<file path="src/design/cache_geom_pkg.sv">
//==============================
// Cache geometry constants and
// address field widths
//==============================
`default_nettype none

package cache_geom_pkg;

  //==============================
  // Core word and address
  //==============================
  localparam int addr_w = 32;
  localparam int word_w = 32;

  //==============================
  // Line layout
  //==============================
  localparam int line_words     = 4;
  localparam int bytes_per_line = 16;
  localparam int line_w         = line_words * word_w;  // 128

  // Address split is tag | index | offset
  localparam int offset_w  = 4;
  localparam int index_w   = 6;
  localparam int tag_w     = addr_w - index_w - offset_w;  // 22
  localparam int num_lines = 64;

endpackage : cache_geom_pkg

`default_nettype wire

</file>
<file path="src/design/cache_access_pkg.sv">
//==============================
// Access sizes, FSM states and
// the word type
//==============================
`default_nettype none

package cache_access_pkg;

  typedef logic [cache_geom_pkg::word_w-1:0] word_t;

  // Same codes as core_type and D_type
  typedef enum logic [2:0] {
    size_byte = 3'b000,
    size_half = 3'b001,
    size_word = 3'b010
  } access_size_e;

  // Lookup controller
  typedef enum logic [1:0] {
    lk_idle    = 2'd0,
    lk_compare = 2'd1,
    lk_refill  = 2'd2,
    lk_store   = 2'd3
  } lookup_state_e;

  // Memory port sequencer
  typedef enum logic [1:0] {
    mp_idle  = 2'd0,
    mp_fill  = 2'd1,
    mp_store = 2'd2
  } mem_state_e;

  localparam int fill_beats = 4;  // Words per refill

endpackage : cache_access_pkg

`default_nettype wire

</file>
<file path="src/design/l1d_lookup.sv">
//==============================
// Lookup controller: core side,
// hit check, refill and store
//==============================
`default_nettype none
`timescale 1ns/100ps

module l1d_lookup (
  input  logic                                      clk,
  input  logic                                      rst,
  input  logic                                      core_req,
  input  logic                                      core_write,
  input  logic [cache_geom_pkg::addr_w-1:0]         core_addr,
  input  cache_access_pkg::word_t                   core_in,
  input  cache_access_pkg::access_size_e            core_type,
  input  logic                                      rd_valid,
  input  logic [cache_geom_pkg::tag_w-1:0]          rd_tag,
  input  logic [cache_geom_pkg::line_w-1:0]         rd_line,
  input  logic                                      fill_done,
  input  logic                                      store_done,
  output cache_access_pkg::word_t                   core_out,
  output logic                                      core_wait,
  output logic [cache_geom_pkg::index_w-1:0]        index,
  output logic [cache_geom_pkg::tag_w-1:0]          tag,
  output logic                                      st_we,
  output logic [cache_geom_pkg::bytes_per_line-1:0] st_mask,
  output logic [cache_geom_pkg::line_w-1:0]         st_data,
  output logic                                      fill_start,
  output logic                                      store_start,
  output logic [cache_geom_pkg::addr_w-1:0]         req_addr,
  output cache_access_pkg::word_t                   req_data,
  output cache_access_pkg::access_size_e            req_size
);

  cache_access_pkg::lookup_state_e state, state_next;
  logic                            req_write;
  logic                            hit;
  logic                            done;
  logic [$clog2(cache_geom_pkg::line_words)-1:0] word_sel;
  logic [3:0]                      lane_mask;
  cache_access_pkg::word_t         lane_data;

  //==============================
  // Request latch
  //==============================
  always_ff @(posedge clk or posedge rst)
  begin
    if (rst)
    begin
      state     <= cache_access_pkg::lk_idle;
      req_write <= 1'b0;
    end
    else
    begin
      state <= state_next;
      if (state == cache_access_pkg::lk_idle && core_req)
        req_write <= core_write;
    end
  end

  always_ff @(posedge clk)
  begin
    if (state == cache_access_pkg::lk_idle && core_req)
    begin
      req_addr <= core_addr;
      req_data <= core_in;
      req_size <= core_type;
    end
  end

  // Idle presents the incoming index so the arrays answer in compare
  assign index = (state == cache_access_pkg::lk_idle) ?
                 core_addr[cache_geom_pkg::offset_w +: cache_geom_pkg::index_w] :
                 req_addr[cache_geom_pkg::offset_w +: cache_geom_pkg::index_w];
  assign tag   = req_addr[cache_geom_pkg::addr_w-1 -: cache_geom_pkg::tag_w];

  assign hit      = rd_valid && (rd_tag == tag);
  assign word_sel = req_addr[cache_geom_pkg::offset_w-1:2];
  assign core_out = rd_line[word_sel*cache_geom_pkg::word_w +: cache_geom_pkg::word_w];

  // Read hit in compare, or store acknowledged by the memory port
  assign done = (state == cache_access_pkg::lk_compare && !req_write && hit) ||
                (state == cache_access_pkg::lk_store && store_done);
  assign core_wait = core_req && !done;

  assign fill_start  = (state == cache_access_pkg::lk_compare) && !req_write && !hit;
  assign store_start = (state == cache_access_pkg::lk_compare) && req_write;
  assign st_we       = store_start && hit;  // No allocate on store miss

  //==============================
  // Store byte lanes
  //==============================
  always_comb
  begin
    case (req_size)
      cache_access_pkg::size_byte:
      begin
        lane_mask = 4'b0001 << req_addr[1:0];
        lane_data = {4{req_data[7:0]}};
      end
      cache_access_pkg::size_half:
      begin
        lane_mask = req_addr[1] ? 4'b1100 : 4'b0011;
        lane_data = {2{req_data[15:0]}};
      end
      default:
      begin
        lane_mask = 4'b1111;
        lane_data = req_data;
      end
    endcase
  end

  assign st_mask = {12'd0, lane_mask} << {word_sel, 2'b00};
  assign st_data = {cache_geom_pkg::line_words{lane_data}};  // Mask picks the word

  always_comb
  begin
    state_next = state;
    case (state)
      cache_access_pkg::lk_idle:
        if (core_req)
          state_next = cache_access_pkg::lk_compare;
      cache_access_pkg::lk_compare:
      begin
        if (req_write)
          state_next = cache_access_pkg::lk_store;
        else if (hit)
          state_next = cache_access_pkg::lk_idle;
        else
          state_next = cache_access_pkg::lk_refill;
      end
      cache_access_pkg::lk_refill:
        if (fill_done)
          state_next = cache_access_pkg::lk_compare;  // Replay as hit
      cache_access_pkg::lk_store:
        if (store_done)
          state_next = cache_access_pkg::lk_idle;
      default:
        state_next = cache_access_pkg::lk_idle;
    endcase
  end

endmodule : l1d_lookup

`default_nettype wire

</file>
<file path="config.mk">
export PLATFORM = sky130hd
export DESIGN_NAME = l1d_lookup
export DESIGN_NICKNAME = d
export VERILOG_FILES = /design/src/design/cache_geom_pkg.sv /design/src/design/cache_access_pkg.sv /design/src/design/l1d_lookup.sv
export SDC_FILE = /design/constraint.sdc
export NUM_CORES = 1
export LEC_CHECK = 0
export BUFFER_PORTS_ARGS = -buffer_cell sky130_fd_sc_hd__buf_2
export CAP_MARGIN = 20
export CELL_PAD_IN_SITES_DETAIL_PLACEMENT = 1
export CELL_PAD_IN_SITES_GLOBAL_PLACEMENT = 2
export CORE_AREA = 10 10 185 187
export CTS_BUF_LIST = sky130_fd_sc_hd__clkbuf_4
export DETAILED_ROUTE_END_ITERATION = 6
export DIE_AREA = 0 0 195 197
export GPL_ROUTABILITY_DRIVEN = 0
export GPL_TIMING_DRIVEN = 0
export PLACE_DENSITY_LB_ADDON = 0.12
export SYNTH_ARGS = -nofsm -noshare
export SYNTH_HDL_FRONTEND = slang
export SYNTH_SLANG_ARGS = --single-unit
</file>
<file path="constraint.sdc">
create_clock -name clk -period 3.1 [get_ports clk]
set_input_delay 0.155 -clock clk [delete_from_list [all_inputs] [get_ports clk]]
set_output_delay 0.155 -clock clk [all_outputs]
set_load 0.005 [all_outputs]
</file>
==> results_dict.tcl <==
set metrics [dict create \
    report.final.slew_viol_count 0 \
    period_needed_ns 2.449 \
    overflow 0 \
    dpl.hpwl_mm 25.45 \
    ant_nets 0 \
    status "complete, no violations" \
    cts_tree "yes" \
    power.internal_w 0.002775 \
    insertion_delay_ns 0.44 \
    initial_core_util 0.1568 \
    yosysWarnings 0 \
    crit_start "req_size[1]" \
    cp_max_fo 10 \
    cp_num_buf_inv 3 \
    portBuffers 498 \
    rsz0062_at_grt "false" \
    die_x_um 195 \
    final_nets 1167 \
    drt-total-wl_mm 29.08 \
    core_area_um2 30430 \
    synth_fp_nets 587 \
    max_freq_mhz 408.2 \
    grt_start_max_net_pins 54 \
    slowest_delay_ns 0.43 \
    die_h_um 197 \
    htreeDepth 3 \
    synth.distinct_cells 32 \
    p_sw_frac 0.3620 \
    startpoint_type "flip-flop" \
    vias_per_cell 3.719 \
    required_ns 2.94 \
    setup_viol 0 \
    grt_pass1_wl_mm 40.86 \
    numCtsBuffers 9 \
    post_drt_wl_per_cell_um 21.62 \
    fin_hold_ws_ns 0.08030 \
    path_cells "nor2_1 -> buf_2 -> nor2_1 -> a21oi_1 -> buf_4 -> buf_2" \
    ys_seq_area_frac 0.4373 \
    p_sw_w 0.001575 \
    clockBufferDepth 2 \
    max_cap_viol_count 0 \
    ys_ff_latch 70 \
    synth_top_area_frac 0.4216 \
    hold_buffers 70 \
    yosysTopAreaCell "edfxtp_1" \
    p_clk_frac 0.147 \
    drtIter0Drc 103 \
    clk_pin_slew_ns 0.14 \
    slowest_stage "nor2_1" \
    numClockSinks 70 \
    p_leak_nw 4.209 \
    syn-cell-area_um2 4772 \
    num_rows 64 \
    power_w 0.004350 \
    antenna_found_initial 1 \
    ctsResizeCount 0 \
    hold_class "primary input to flip-flop" \
    skew_ns 0.01324 \
    seq_power_share 0.322 \
    dr.pass1.iters 4 \
    worst_pin_slew_ns 0.5656 \
    via_count 5002 \
    r2r_start "state[1]" \
    synthToLayoutAreaGrowth_pct 80.91 \
    power.density_nw_per_um2 503.9 \
    drcViolationCount 0 \
    grt_use_total 0.1430 \
    post-cts-setup-buffer-count 0 \
    crit_path_end_kind "primary output" \
    layout-drive-gt1-share 0.7553 \
    holdCritStartpoint "store_done" \
    die_area_um2 38420 \
    syn_area_per_cell_um2 13.15 \
    slew_headroom 0.6230 \
    io_pins 499 \
    yosys-top-cells-area "edfxtp_1 42%, buf_4 20%, mux4_2 16%, mux2_2 5.2%, xnor2_1 4.0%" \
    final_hold_viol_count 0 \
    layout_commonest_cell "buf_2" \
    critPathArrivalTime_ns 2.29 \
    p_comb_frac 0.531 \
    final_cell_mix "504 x buf_2, 128 x buf_4, 70 x dlygate4sd3_1, 67 x edfxtp_1, 33 x mux4_2" \
    grt_pass1_vias 5704 \
    clockRootBuffer "clkbuf_4" \
    critPathKind "flip-flop to primary output" \
    ir_worst_vdd_v 0.0001812 \
    fin_crit_sh 0.7902 \
    crit_family "buffers and inverters" \
    syn_inst 363 \
]
==> worst reg2reg max path: cells and delay by family (launching register included) <==
family,cells,cell delay [ns]
buf+inv,2,0.48
flops,1,0.38
simple gates,2,0.60
==> power by group through the flow <==
stage               registers (W)  logic [W]  clock network (W)
finish                    0.00140    0.00231           0.000640
global route              0.00143    0.00253           0.000741
detailed placement        0.00143    0.00231                  0
floorplan                 0.00141    0.00114                  0
global placement          0.00145    0.00230                  0
CTS                       0.00141    0.00240           0.000711
==> state kept, by name, summed over array words and instances, names as in the netlist <==
name,cells
req_size,3
req_write,1
req_addr,32
state,2
req_data,32
==> final timing paths <==
| kind | endpoint | slack (ns) | cells past startpoint |
|---|---|---|---|
| worst max-delay path | st_data[89] | 0.65 | 6 |
| worst min-delay path | state[1] | 0.08 | 4 |
| worst max register to register | req_data[9] | 1.28 | 4 |
| worst min register to register | req_write | 0.63 | 1 |
| max in group asynchronous | state[0] | 2.86 | 3 |
| min in group asynchronous | req_write | 0.12 | 3 |
==> metrics by stage <==
step | cells | utilization | worst slack (ns) | TNS [ns] | area [um^2]
floorplan | 363 | - | 0.2616 | 0 | 4772
global placement | 1257 | 0.2550 | -0.9334 | -59.78 | 7760
detailed placement | 1258 | 0.2560 | 1.082 | 0 | 7790
CTS | 1344 | 0.2836 | 0.5212 | 0 | 8631
global route | 1345 | 0.2837 | 0.3493 | 0 | 8633
finish | 1345 | 0.2837 | 0.6505 | 0 | 8633
==> synth_stat cells, drive strengths merged <==
cell type / instances
buf: 139
edfxtp: 67
mux4: 33
nor2: 24
mux2: 23
xnor2: 22
a21oi: 12
mux2i: 8
nor3: 6
nand4: 5
dfrtp: 3
inv: 3
nand2b: 3
a31oi: 2
nand2: 2
nand3: 2
or2: 2
a21boi: 1
and2: 1
and3: 1
and3b: 1
nor2b: 1
nor3b: 1
o21ai: 1
==> logic make-up after synthesis <==
group                     Yosys count  synth area share
buffers and inverters             142            0.2202
DFF                                70            0.4373
muxes                              64            0.2268
and+or+nand+nor                    49           0.05428
xor gates and xnor gates           22           0.04038
AOI/OAI and AO/OA                  16           0.02097
==> per-layer routing <==
| metal | global-route usage | up-vias | routed length (um) |
|---|---|---|---|
| met5 | 0 | - | 0 |
| met4 | 0.03309 | 0 | 395 |
| met3 | 0.05431 | 14 | 2462 |
| met2 | 0.2796 | 261 | 16230 |
| met1 | 0.1376 | 2367 | 9998 |
| li1 | - | 2360 | - |
==> area by class of cell <==
cell class | instances | area [um^2]
Inverter | 3 | 11.26
Timing Repair Buffer | 569 | 3221
Tap cell | 396 | 495.5
Clock inverter | 7 | 72.57
Antenna cell | 1 | 2.502
Clock buffer | 9 | 67.56
Fill cell | 3619 | 21800
Multi-Input combinational cell | 151 | 1637
Sequential cell | 70 | 2087
Buffer | 139 | 1040
No activity file was read; power rests on OpenSTA's default activity.
