**src/design/cache_geom_pkg.sv**
```systemverilog
//==============================
// Cache geometry constants and
// address field widths
//==============================
`default_nettype none

package cache_geom_pkg;

  //==============================
  // Core word and address
  //==============================
  localparam int addr_w = 32;
  localparam int word_w = 32;

  //==============================
  // Line layout
  //==============================
  localparam int line_words     = 4;
  localparam int bytes_per_line = 16;
  localparam int line_w         = line_words * word_w;  // 128

  // Address split is tag | index | offset
  localparam int offset_w  = 4;
  localparam int index_w   = 6;
  localparam int tag_w     = addr_w - index_w - offset_w;  // 22
  localparam int num_lines = 64;

endpackage : cache_geom_pkg

`default_nettype wire

```
**src/design/cache_access_pkg.sv**
```systemverilog
//==============================
// Access sizes, FSM states and
// the word type
//==============================
`default_nettype none

package cache_access_pkg;

  typedef logic [cache_geom_pkg::word_w-1:0] word_t;

  // Same codes as core_type and D_type
  typedef enum logic [2:0] {
    size_byte = 3'b000,
    size_half = 3'b001,
    size_word = 3'b010
  } access_size_e;

  // Lookup controller
  typedef enum logic [1:0] {
    lk_idle    = 2'd0,
    lk_compare = 2'd1,
    lk_refill  = 2'd2,
    lk_store   = 2'd3
  } lookup_state_e;

  // Memory port sequencer
  typedef enum logic [1:0] {
    mp_idle  = 2'd0,
    mp_fill  = 2'd1,
    mp_store = 2'd2
  } mem_state_e;

  localparam int fill_beats = 4;  // Words per refill

endpackage : cache_access_pkg

`default_nettype wire

```
**src/design/l1d_mem_port.sv**
```systemverilog
//==============================
// Memory sequencer for refill
// and write-through beats
//==============================
`default_nettype none
`timescale 1ns/100ps

module l1d_mem_port (
  input  logic                              clk,
  input  logic                              rst,
  input  logic                              fill_start,
  input  logic                              store_start,
  input  logic [cache_geom_pkg::addr_w-1:0] req_addr,
  input  cache_access_pkg::word_t           req_data,
  input  cache_access_pkg::access_size_e    req_size,
  input  cache_access_pkg::word_t           D_out,
  input  logic                              D_wait,
  output logic                              fill_we,
  output logic [cache_geom_pkg::line_w-1:0] fill_line,
  output logic                              fill_done,
  output logic                              store_done,
  output logic                              D_req,
  output logic                              D_write,
  output logic [cache_geom_pkg::addr_w-1:0] D_addr,
  output cache_access_pkg::word_t           D_in,
  output cache_access_pkg::access_size_e    D_type
);

  localparam int beat_w = $clog2(cache_access_pkg::fill_beats);

  cache_access_pkg::mem_state_e state;
  logic [beat_w-1:0]            beat;
  logic                         beat_end;
  logic                         last_beat;

  assign beat_end  = D_req && !D_wait;
  assign last_beat = (beat == beat_w'(cache_access_pkg::fill_beats - 1));

  //==============================
  // Sequencer
  //==============================
  always_ff @(posedge clk or posedge rst)
  begin
    if (rst)
    begin
      state      <= cache_access_pkg::mp_idle;
      beat       <= '0;
      fill_we    <= 1'b0;
      fill_done  <= 1'b0;
      store_done <= 1'b0;
    end
    else
    begin
      fill_we    <= 1'b0;
      fill_done  <= 1'b0;
      store_done <= 1'b0;
      case (state)
        cache_access_pkg::mp_idle:
        begin
          beat <= '0;
          if (fill_start)
            state <= cache_access_pkg::mp_fill;
          else if (store_start)
            state <= cache_access_pkg::mp_store;
        end
        cache_access_pkg::mp_fill:
          if (beat_end)
          begin
            beat <= beat + 1'b1;
            if (last_beat)
            begin
              state     <= cache_access_pkg::mp_idle;
              fill_we   <= 1'b1;  // Line complete next cycle
              fill_done <= 1'b1;
            end
          end
        cache_access_pkg::mp_store:
          if (beat_end)
          begin
            state      <= cache_access_pkg::mp_idle;
            store_done <= 1'b1;
          end
        default:
          state <= cache_access_pkg::mp_idle;
      endcase
    end
  end

  // Collect refill words by beat
  always_ff @(posedge clk)
  begin
    if (state == cache_access_pkg::mp_fill && beat_end)
      fill_line[beat*cache_geom_pkg::word_w +: cache_geom_pkg::word_w] <= D_out;
  end

  //==============================
  // Memory pins
  //==============================
  assign D_req   = (state == cache_access_pkg::mp_fill) ||
                   (state == cache_access_pkg::mp_store);
  assign D_write = (state == cache_access_pkg::mp_store);
  assign D_addr  = (state == cache_access_pkg::mp_fill) ?
                   {req_addr[cache_geom_pkg::addr_w-1:cache_geom_pkg::offset_w], beat, 2'b00} :
                   req_addr;
  assign D_in    = req_data;  // Unshifted, memory applies the lanes
  assign D_type  = (state == cache_access_pkg::mp_store) ? req_size :
                   cache_access_pkg::size_word;

endmodule : l1d_mem_port

`default_nettype wire

```
**config.mk**
```make
export PLATFORM = sky130hd
export DESIGN_NAME = l1d_mem_port
export DESIGN_NICKNAME = d
export VERILOG_FILES = /design/src/design/cache_geom_pkg.sv /design/src/design/cache_access_pkg.sv /design/src/design/l1d_mem_port.sv
export SDC_FILE = /design/constraint.sdc
export NUM_CORES = 1
export LEC_CHECK = 0
export ABC_AREA = 0
export BUFFER_PORTS_ARGS = -buffer_cell sky130_fd_sc_hd__buf_4
export CORE_MARGIN = 5
export CORE_UTILIZATION = 49
export CTS_CLUSTER_DIAMETER = 120
export DETAILED_ROUTE_END_ITERATION = 16
export PLACE_DENSITY_LB_ADDON = 0.2
export SETUP_SLACK_MARGIN = 0.15
export SLEW_MARGIN = 20
export SYNTH_ARGS = -nofsm -noshare
export SYNTH_HDL_FRONTEND = slang
export SYNTH_SLANG_ARGS = --single-unit
```
**constraint.sdc**
```tcl
create_clock -name clk -period 3.8 [get_ports clk]
set_clock_uncertainty 0.1 [all_clocks]
set_input_delay 0.19 -clock clk [delete_from_list [all_inputs] [get_ports clk]]
set_output_delay 0.19 -clock clk [all_outputs]
set_load 0.05 [all_outputs]
```
==> results.sh, run 1 <==
export IMPL_vias_per_cell=4.883
export IMPL_rsz0062_at_grt="false"
export IMPL_floorplan_initialDensity_pct=49.35
export IMPL_post_synth_instance_area_um2=5853
export IMPL_clk_lat_worst_skew_ns=0.41
export IMPL_clock_root_buffer="clkbuf_16"
export IMPL_fmaxAchievable_ghz=0.4183
export IMPL_nets=669
export IMPL_largest_net_degree_at_the_start_of_global_routing=33
export IMPL_floorplan_die_width_um=119.3
export IMPL_postRouteAntennaNets=0
export IMPL_port_buffers=183
export IMPL_synth_area_top_cells="edfxtp_1, and2_1, buf_4"
export IMPL_slew_headroom_pct=38.72
export IMPL_total_nets_after_synthesis=501
export IMPL_antenna_cells=0
export IMPL_final_setup_viol_count=0
export IMPL_vias=3496
export IMPL_routed_wl_um=14530
export IMPL_status="completed"
export IMPL_detail_route_iter0_violations=199
export IMPL_period_needed_ns=2.390
export IMPL_drt_drc_violations_left=0
export IMPL_numClockSinks=134
export IMPL_dieArea_um2=14230
export IMPL_cts_resized=0
export IMPL_final_cell_area_um2=7851
export IMPL_ir_drop_v=0.0004572
export IMPL_drt_pre_antenna_iters=6
export IMPL_postSynth_asyncResetShare_pct=4.478
export IMPL_cp_end_kind="flop"
export IMPL_slowest_delay_ns=0.59
export IMPL_tightest_slew_ns=0.9191
export IMPL_cellLeakagePower_nw=3.399
export IMPL_criticalPathCategory="reg2reg"
export IMPL_final_critical_path_setup_slack_ns=1.410
export IMPL_timing_max_transition_violations_final=0
export IMPL_number_of_different_library_cells_in_the_post_synthesis_netlist=27
export IMPL_cp_arrival_ns=2.56
export IMPL_io_pin_count=304
export IMPL_synth_seq_area_share_pct=68.23
export IMPL_yosysWarnings=0
export IMPL_grt_pass1_wl_um=21690
export IMPL_cts_buffers=17
export IMPL_place_detailed_instances=648
export IMPL_ys_seq_elements=134
export IMPL_hold_viol=0
export IMPL_core_region_area_um2=11860
export IMPL_clock_tree_from_tritoncts="built"
export IMPL_floorplan_die_height_um=119.3
export IMPL_htree_levels=4
export IMPL_setup_reg_to_reg_worst_slack_ns=1.41
export IMPL_first_global_vias=3756
export IMPL_clockBufferDepth=2
export IMPL_hold_class="in2reg"
export IMPL_num_rows=40
export IMPL_post_route_cells_drive_above_1_share_pct=46.22
export IMPL_path_max_fanout=17
export IMPL_global_route_overflow_total=0
export IMPL_grt_total_usage_pct=20.35
export IMPL_dpl_hpwl_um=9794
export IMPL_yosysTopAreaCell="edfxtp_1"
export IMPL_critical_path_cell_chain="inv_1 > ha_1 > and3b_1 > buf_4 > and2_1"
export IMPL_final_cycle_share_pct=62.91
export IMPL_post_synth_inst_count=388
export IMPL_path_clk_slew_ns=0.06
export IMPL_critPathLaunchType="flop"
export IMPL_total_negative_slack_for_setup_checks_ns=0
export IMPL_postPlaceCellArea_um2=6893
export IMPL_ys_dominant_reg_cell="edfxtp_1"
export IMPL_grt_antenna_before_repair=0
export IMPL_layout_core_utilization_pct=66.19
export IMPL_power_density_nw_per_um2=602.1
export IMPL_syn_mean_instance_area_um2=15.09
export IMPL_setup_slack_placement_ns=1.412
export IMPL_area_growth_pct=34.14
export IMPL_number_of_synthesized_flops_with_an_enable_pin=128
export IMPL_route_detailed_wl_per_inst_um=20.30
export IMPL_crit_slowest_cell="and3b_1"
export IMPL_worst_endpoint_required_ns=3.97
export IMPL_final_cells=716
export IMPL_max_cap_violations=0
export IMPL_place_congestion=0.7508
export IMPL_synth_top_cell_area_share_pct=65.67
## power breakdown
part	leakage [nW]	switching (mW)	internal (mW)
sequential	1.40	0.0485	1.79
clock	0.287	0.573	1.09
combinational	1.72	0.810	0.417
total	3.40	1.43	3.30
## layout make-up
class | instances | area [um^2]
inverter | 7 | 26.28
clock buffer | 22 | 444.2
fill | 846 | 4010
tap | 147 | 183.9
sequential | 134 | 3994
multi-input combinational | 174 | 1292
clock inverter | 10 | 153.9
timing repair buffer | 222 | 1757
## worst max-delay path: cells and delay by family, from the launching register on
kind                       cells  cell delay, ns
and+or+nand+nor                2            0.74
DFF                            1            0.51
buffers and inverters          2            0.47
adders and majority gates      1            0.43
## per-layer routing
layer | part of all wire [%] | routed length [um] | global-route usage (%) | vias up
met5 | 0 | 0 | 0 | -
met4 | 3.4 | 500 | 10.09 | 0
met3 | 8.3 | 1205 | 7.930 | 47
met2 | 51 | 7410 | 34.58 | 170
met1 | 37 | 5415 | 22.17 | 1675
li1 | - | - | - | 1604
## registers in the layout, indices dropped and copies added (netlist names)
signal	cells
store_done	1
fill_done	1
fill_line	128
beat	2
state	2
## placed cells by master (no fill, tap or decap), drive strengths merged, types with 2 or more instances in the layout
master and count:
buf 186, and2 135, edfxtp 128, dlygate4sd3 36, clkbuf 22, ha 9, nor2b 9, inv 7
dfrtp 6, clkinv 5, bufinv 4, and3b 3, o21ai 2, o221ai 2, nand2 2, mux2 2
## path summary, 6_finish.rpt
kind | endpoint | start | cells after the start
max | fill_line[38] | beat[0] | 5
min in group asynchronous | fill_done | rst | 3
min | state[1] | store_start | 4
max in group asynchronous | beat[1] | rst | 3
min reg2reg | beat[1] | beat[1] | 1
max reg2reg | fill_line[38] | beat[0] | 5
## cells in the mapped netlist (2+ instances only)
cell type / count
and2_4: 14
clkbuf_2: 6
nor2b_1: 8
nand2_1: 2
edfxtp_1: 128
dfrtp_1: 6
buf_4: 62
buf_6: 5
o221ai_1: 2
and2_1: 93
inv_1: 7
o21ai_0: 2
mux2_2: 2
and2_2: 28
and3b_1: 3
ha_1: 9
## timing repair
item	4_1_cts	5_1_grt
hold buffers	36	0
setup buffers	0	0
endpoints found under the hold margin	115	0
## cells by family after synthesis
kind of cell               count (synthesis)  synth area share, %
and+or+nand+nor                          153                18.23
buffers and inverters                     80                9.876
DFF                                      134                68.23
AOI/OAI and AO/OA                          9                1.176
muxes                                      3               0.5558
adders and majority gates                  9                1.924
## through the flow
step           power, mW  hold WS (ns)
4_1_cts            4.759       0.08139
3_3_place_gp       3.023       0.03970
2_1_floorplan      2.872       -0.1190
3_5_place_dp       3.058       0.04459
6_report           4.727        0.1051
5_1_grt            4.910        0.1101
Note: power is estimated with default switching activity, not from simulation.
==> run 2, diff against run 1 <==
--- a/config.mk
+++ b/config.mk
@@ -8,7 +8,7 @@
 export ABC_AREA = 0
 export BUFFER_PORTS_ARGS = -buffer_cell sky130_fd_sc_hd__buf_4
 export CORE_MARGIN = 5
-export CORE_UTILIZATION = 49
+export CORE_UTILIZATION = 41
 export CTS_CLUSTER_DIAMETER = 120
 export DETAILED_ROUTE_END_ITERATION = 16
 export PLACE_DENSITY_LB_ADDON = 0.2
==> constraint.sdc (replaced) <==
create_clock -name clk -period 2.1 [get_ports clk]
set_clock_uncertainty 0.1 [all_clocks]
set_input_delay 0.105 -clock clk [delete_from_list [all_inputs] [get_ports clk]]
set_output_delay 0.105 -clock clk [all_outputs]
set_load 0.05 [all_outputs]
==> results.sh, run 2 (synthesis results as in run 1) <==
export IMPL_criticalPathCategory="reg2reg"
export IMPL_dpl_hpwl_um=10750
export IMPL_setup_reg_to_reg_worst_slack_ns=0.24
export IMPL_num_rows=43
export IMPL_critPathLaunchType="flop"
export IMPL_cp_arrival_ns=1.93
export IMPL_rsz0062_at_grt="true"
export IMPL_period_needed_ns=1.862
export IMPL_postRouteAntennaNets=0
export IMPL_floorplan_die_width_um=129.5
export IMPL_register_cell_area_after_layout_um2=3994
export IMPL_status="completed"
export IMPL_tightest_slew_ns=0.3051
export IMPL_nets=685
export IMPL_clockBufferDepth=2
export IMPL_htree_levels=4
export IMPL_register_with_the_highest_flop_count="fill_line"
export IMPL_floorplan_initialDensity_pct=42.00
export IMPL_grt_pass1_wl_um=22010
export IMPL_first_global_vias=3739
export IMPL_io_pin_count=304
export IMPL_path_clk_slew_ns=0.06
export IMPL_worst_endpoint_required_ns=2.16
export IMPL_nFillCells=1134
export IMPL_multi_input_area_um2=1336
export IMPL_cpLargestDelayFamily="simple AND/OR/NAND/NOR gates"
export IMPL_cp_end_kind="flop"
export IMPL_clock_root_buffer="clkbuf_16"
export IMPL_global_route_overflow_total=0
export IMPL_max_cap_violations=0
export IMPL_floorplan_die_height_um=129.5
export IMPL_slowest_delay_ns=0.38
export IMPL_p_seq_share_pct=38.3
export IMPL_vias=3569
export IMPL_clock_tree_from_tritoncts="built"
export IMPL_path_max_fanout=11
export IMPL_share_clk_of_total_power_pct=33.8
export IMPL_p_int_mw=5.947
export IMPL_most_frequent_cells_in_the_layout="buf_4, edfxtp_1, and2_1"
export IMPL_grt_total_usage_pct=18.18
export IMPL_vias_per_cell=4.665
export IMPL_hold_viol=0
export IMPL_largest_net_degree_at_the_start_of_global_routing=33
export IMPL_total_negative_slack_for_setup_checks_ns=0
export IMPL_dieArea_um2=16770
export IMPL_post_route_cells_drive_above_1_share_pct=49.23
export IMPL_p_switching_mw=2.711
export IMPL_drt_drc_violations_left=0
export IMPL_timing_max_transition_violations_final=0
export IMPL_cts_buffers=17
export IMPL_port_buffers=183
export IMPL_routed_wl_um=15450
export IMPL_path_buf_inv=2
export IMPL_drt_pre_antenna_iters=4
export IMPL_switching_part_of_the_total_power_pct=31.31
export IMPL_largest_reg_flops=128
export IMPL_crit_slowest_cell="dfrtp_1"
export IMPL_area_growth_pct=38.16
export IMPL_power_density_nw_per_um2=1071
export IMPL_final_cycle_share_pct=88.69
export IMPL_hold_class="in2async"
export IMPL_antenna_cells=0
export IMPL_final_setup_viol_count=0
export IMPL_ir_drop_v=0.0004803
export IMPL_layout_core_utilization_pct=58.03
export IMPL_place_congestion=0.6978
export IMPL_fmaxAchievable_ghz=0.5369
export IMPL_layout_cells_most_common="buf_4"
export IMPL_numClockSinks=134
export IMPL_largest_registers="fill_line: 128 flops, beat: 2 flops, state: 2 flops"
export IMPL_detail_route_iter0_violations=218
export IMPL_route_detailed_wl_per_inst_um=20.19
export IMPL_cellLeakagePower_nw=3.486
export IMPL_core_region_area_um2=13930
export IMPL_slew_headroom_pct=79.66
export IMPL_grt_antenna_before_repair=0
export IMPL_p_comb_share_pct=27.9
export IMPL_critical_path_cell_chain="inv_1 > ha_2 > and3b_2 > buf_4 > and2_4"
export IMPL_clk_lat_worst_skew_ns=0.41
## run 2: path summary, 6_finish.rpt
| kind | end | cells after the start | from |
|---|---|---|---|
| worst max-delay path | fill_line[54] | 5 | beat[0] |
| worst min-delay path | beat[1] | 3 | rst |
| worst max register to register | fill_line[54] | 5 | beat[0] |
| worst min register to register | beat[0] | 3 | beat[0] |
| max in group asynchronous | fill_done | 3 | rst |
| min in group clk | D_addr[7] | 0 | req_addr[7] |
## run 2: metal layers
metal | vias to the layer above | wire length, um | GRT usage, %
li1 | 1638 | - | -
met1 | 1692 | 5920 | 20.81
met2 | 187 | 7461 | 29.15
met3 | 52 | 1502 | 8.285
met4 | 0 | 564 | 8.680
met5 | - | 0 | 0
## run 2: timing repair
action | 4_1_cts | 5_1_grt
pin swaps | 0 | 2
hold endpoints to repair | 137 | 0
gates resized for setup | 4 | 6
hold buffers | 36 | 0
setup endpoints to repair | 57 | 189
setup buffers | 0 | 2
cloned | 0 | 1
## run 2: power by group through the flow
stage          Combinational [mW]  Clock [mW]  Sequential (mW)
3_3_place_gp                 2.20           0             3.36
2_1_floorplan                1.34           0             3.85
4_1_cts                      2.34        2.97             3.31
5_1_grt                      2.58        3.12             3.33
3_5_place_dp                 2.25           0             3.36
6_report                     2.42        2.93             3.31
## run 2: tightest hold or removal path, cell delays in order
cell and delay (ns):
dlygate4sd3_1 0.53, buf_4 0.13, inv_1 0.19
## run 2: metrics by stage
stage / std cells / hold WS, ns / total power [mW] / cell area [um^2] / worst slack, ns
2_1_floorplan: 388 / -0.2040 / 5.196 / 5858 / 0.2053
3_3_place_gp: 694 / -0.05379 / 5.556 / 7082 / 0.07944
3_5_place_dp: 694 / -0.04813 / 5.608 / 7082 / 0.007023
4_1_cts: 762 / 0.06497 / 8.623 / 8045 / 0.1394
5_1_grt: 765 / 0.08426 / 9.032 / 8087 / 0.1470
6_report: 765 / 0.07483 / 8.657 / 8087 / 0.2375
## run 2: cell type report
cell class	count	share of cell area, %
clock inverter	14	1.934
clock buffer	18	5.307
sequential	134	49.39
multi-input combinational	175	16.52
inverter	7	0.3249
tap	180	2.785
timing repair buffer	237	23.74
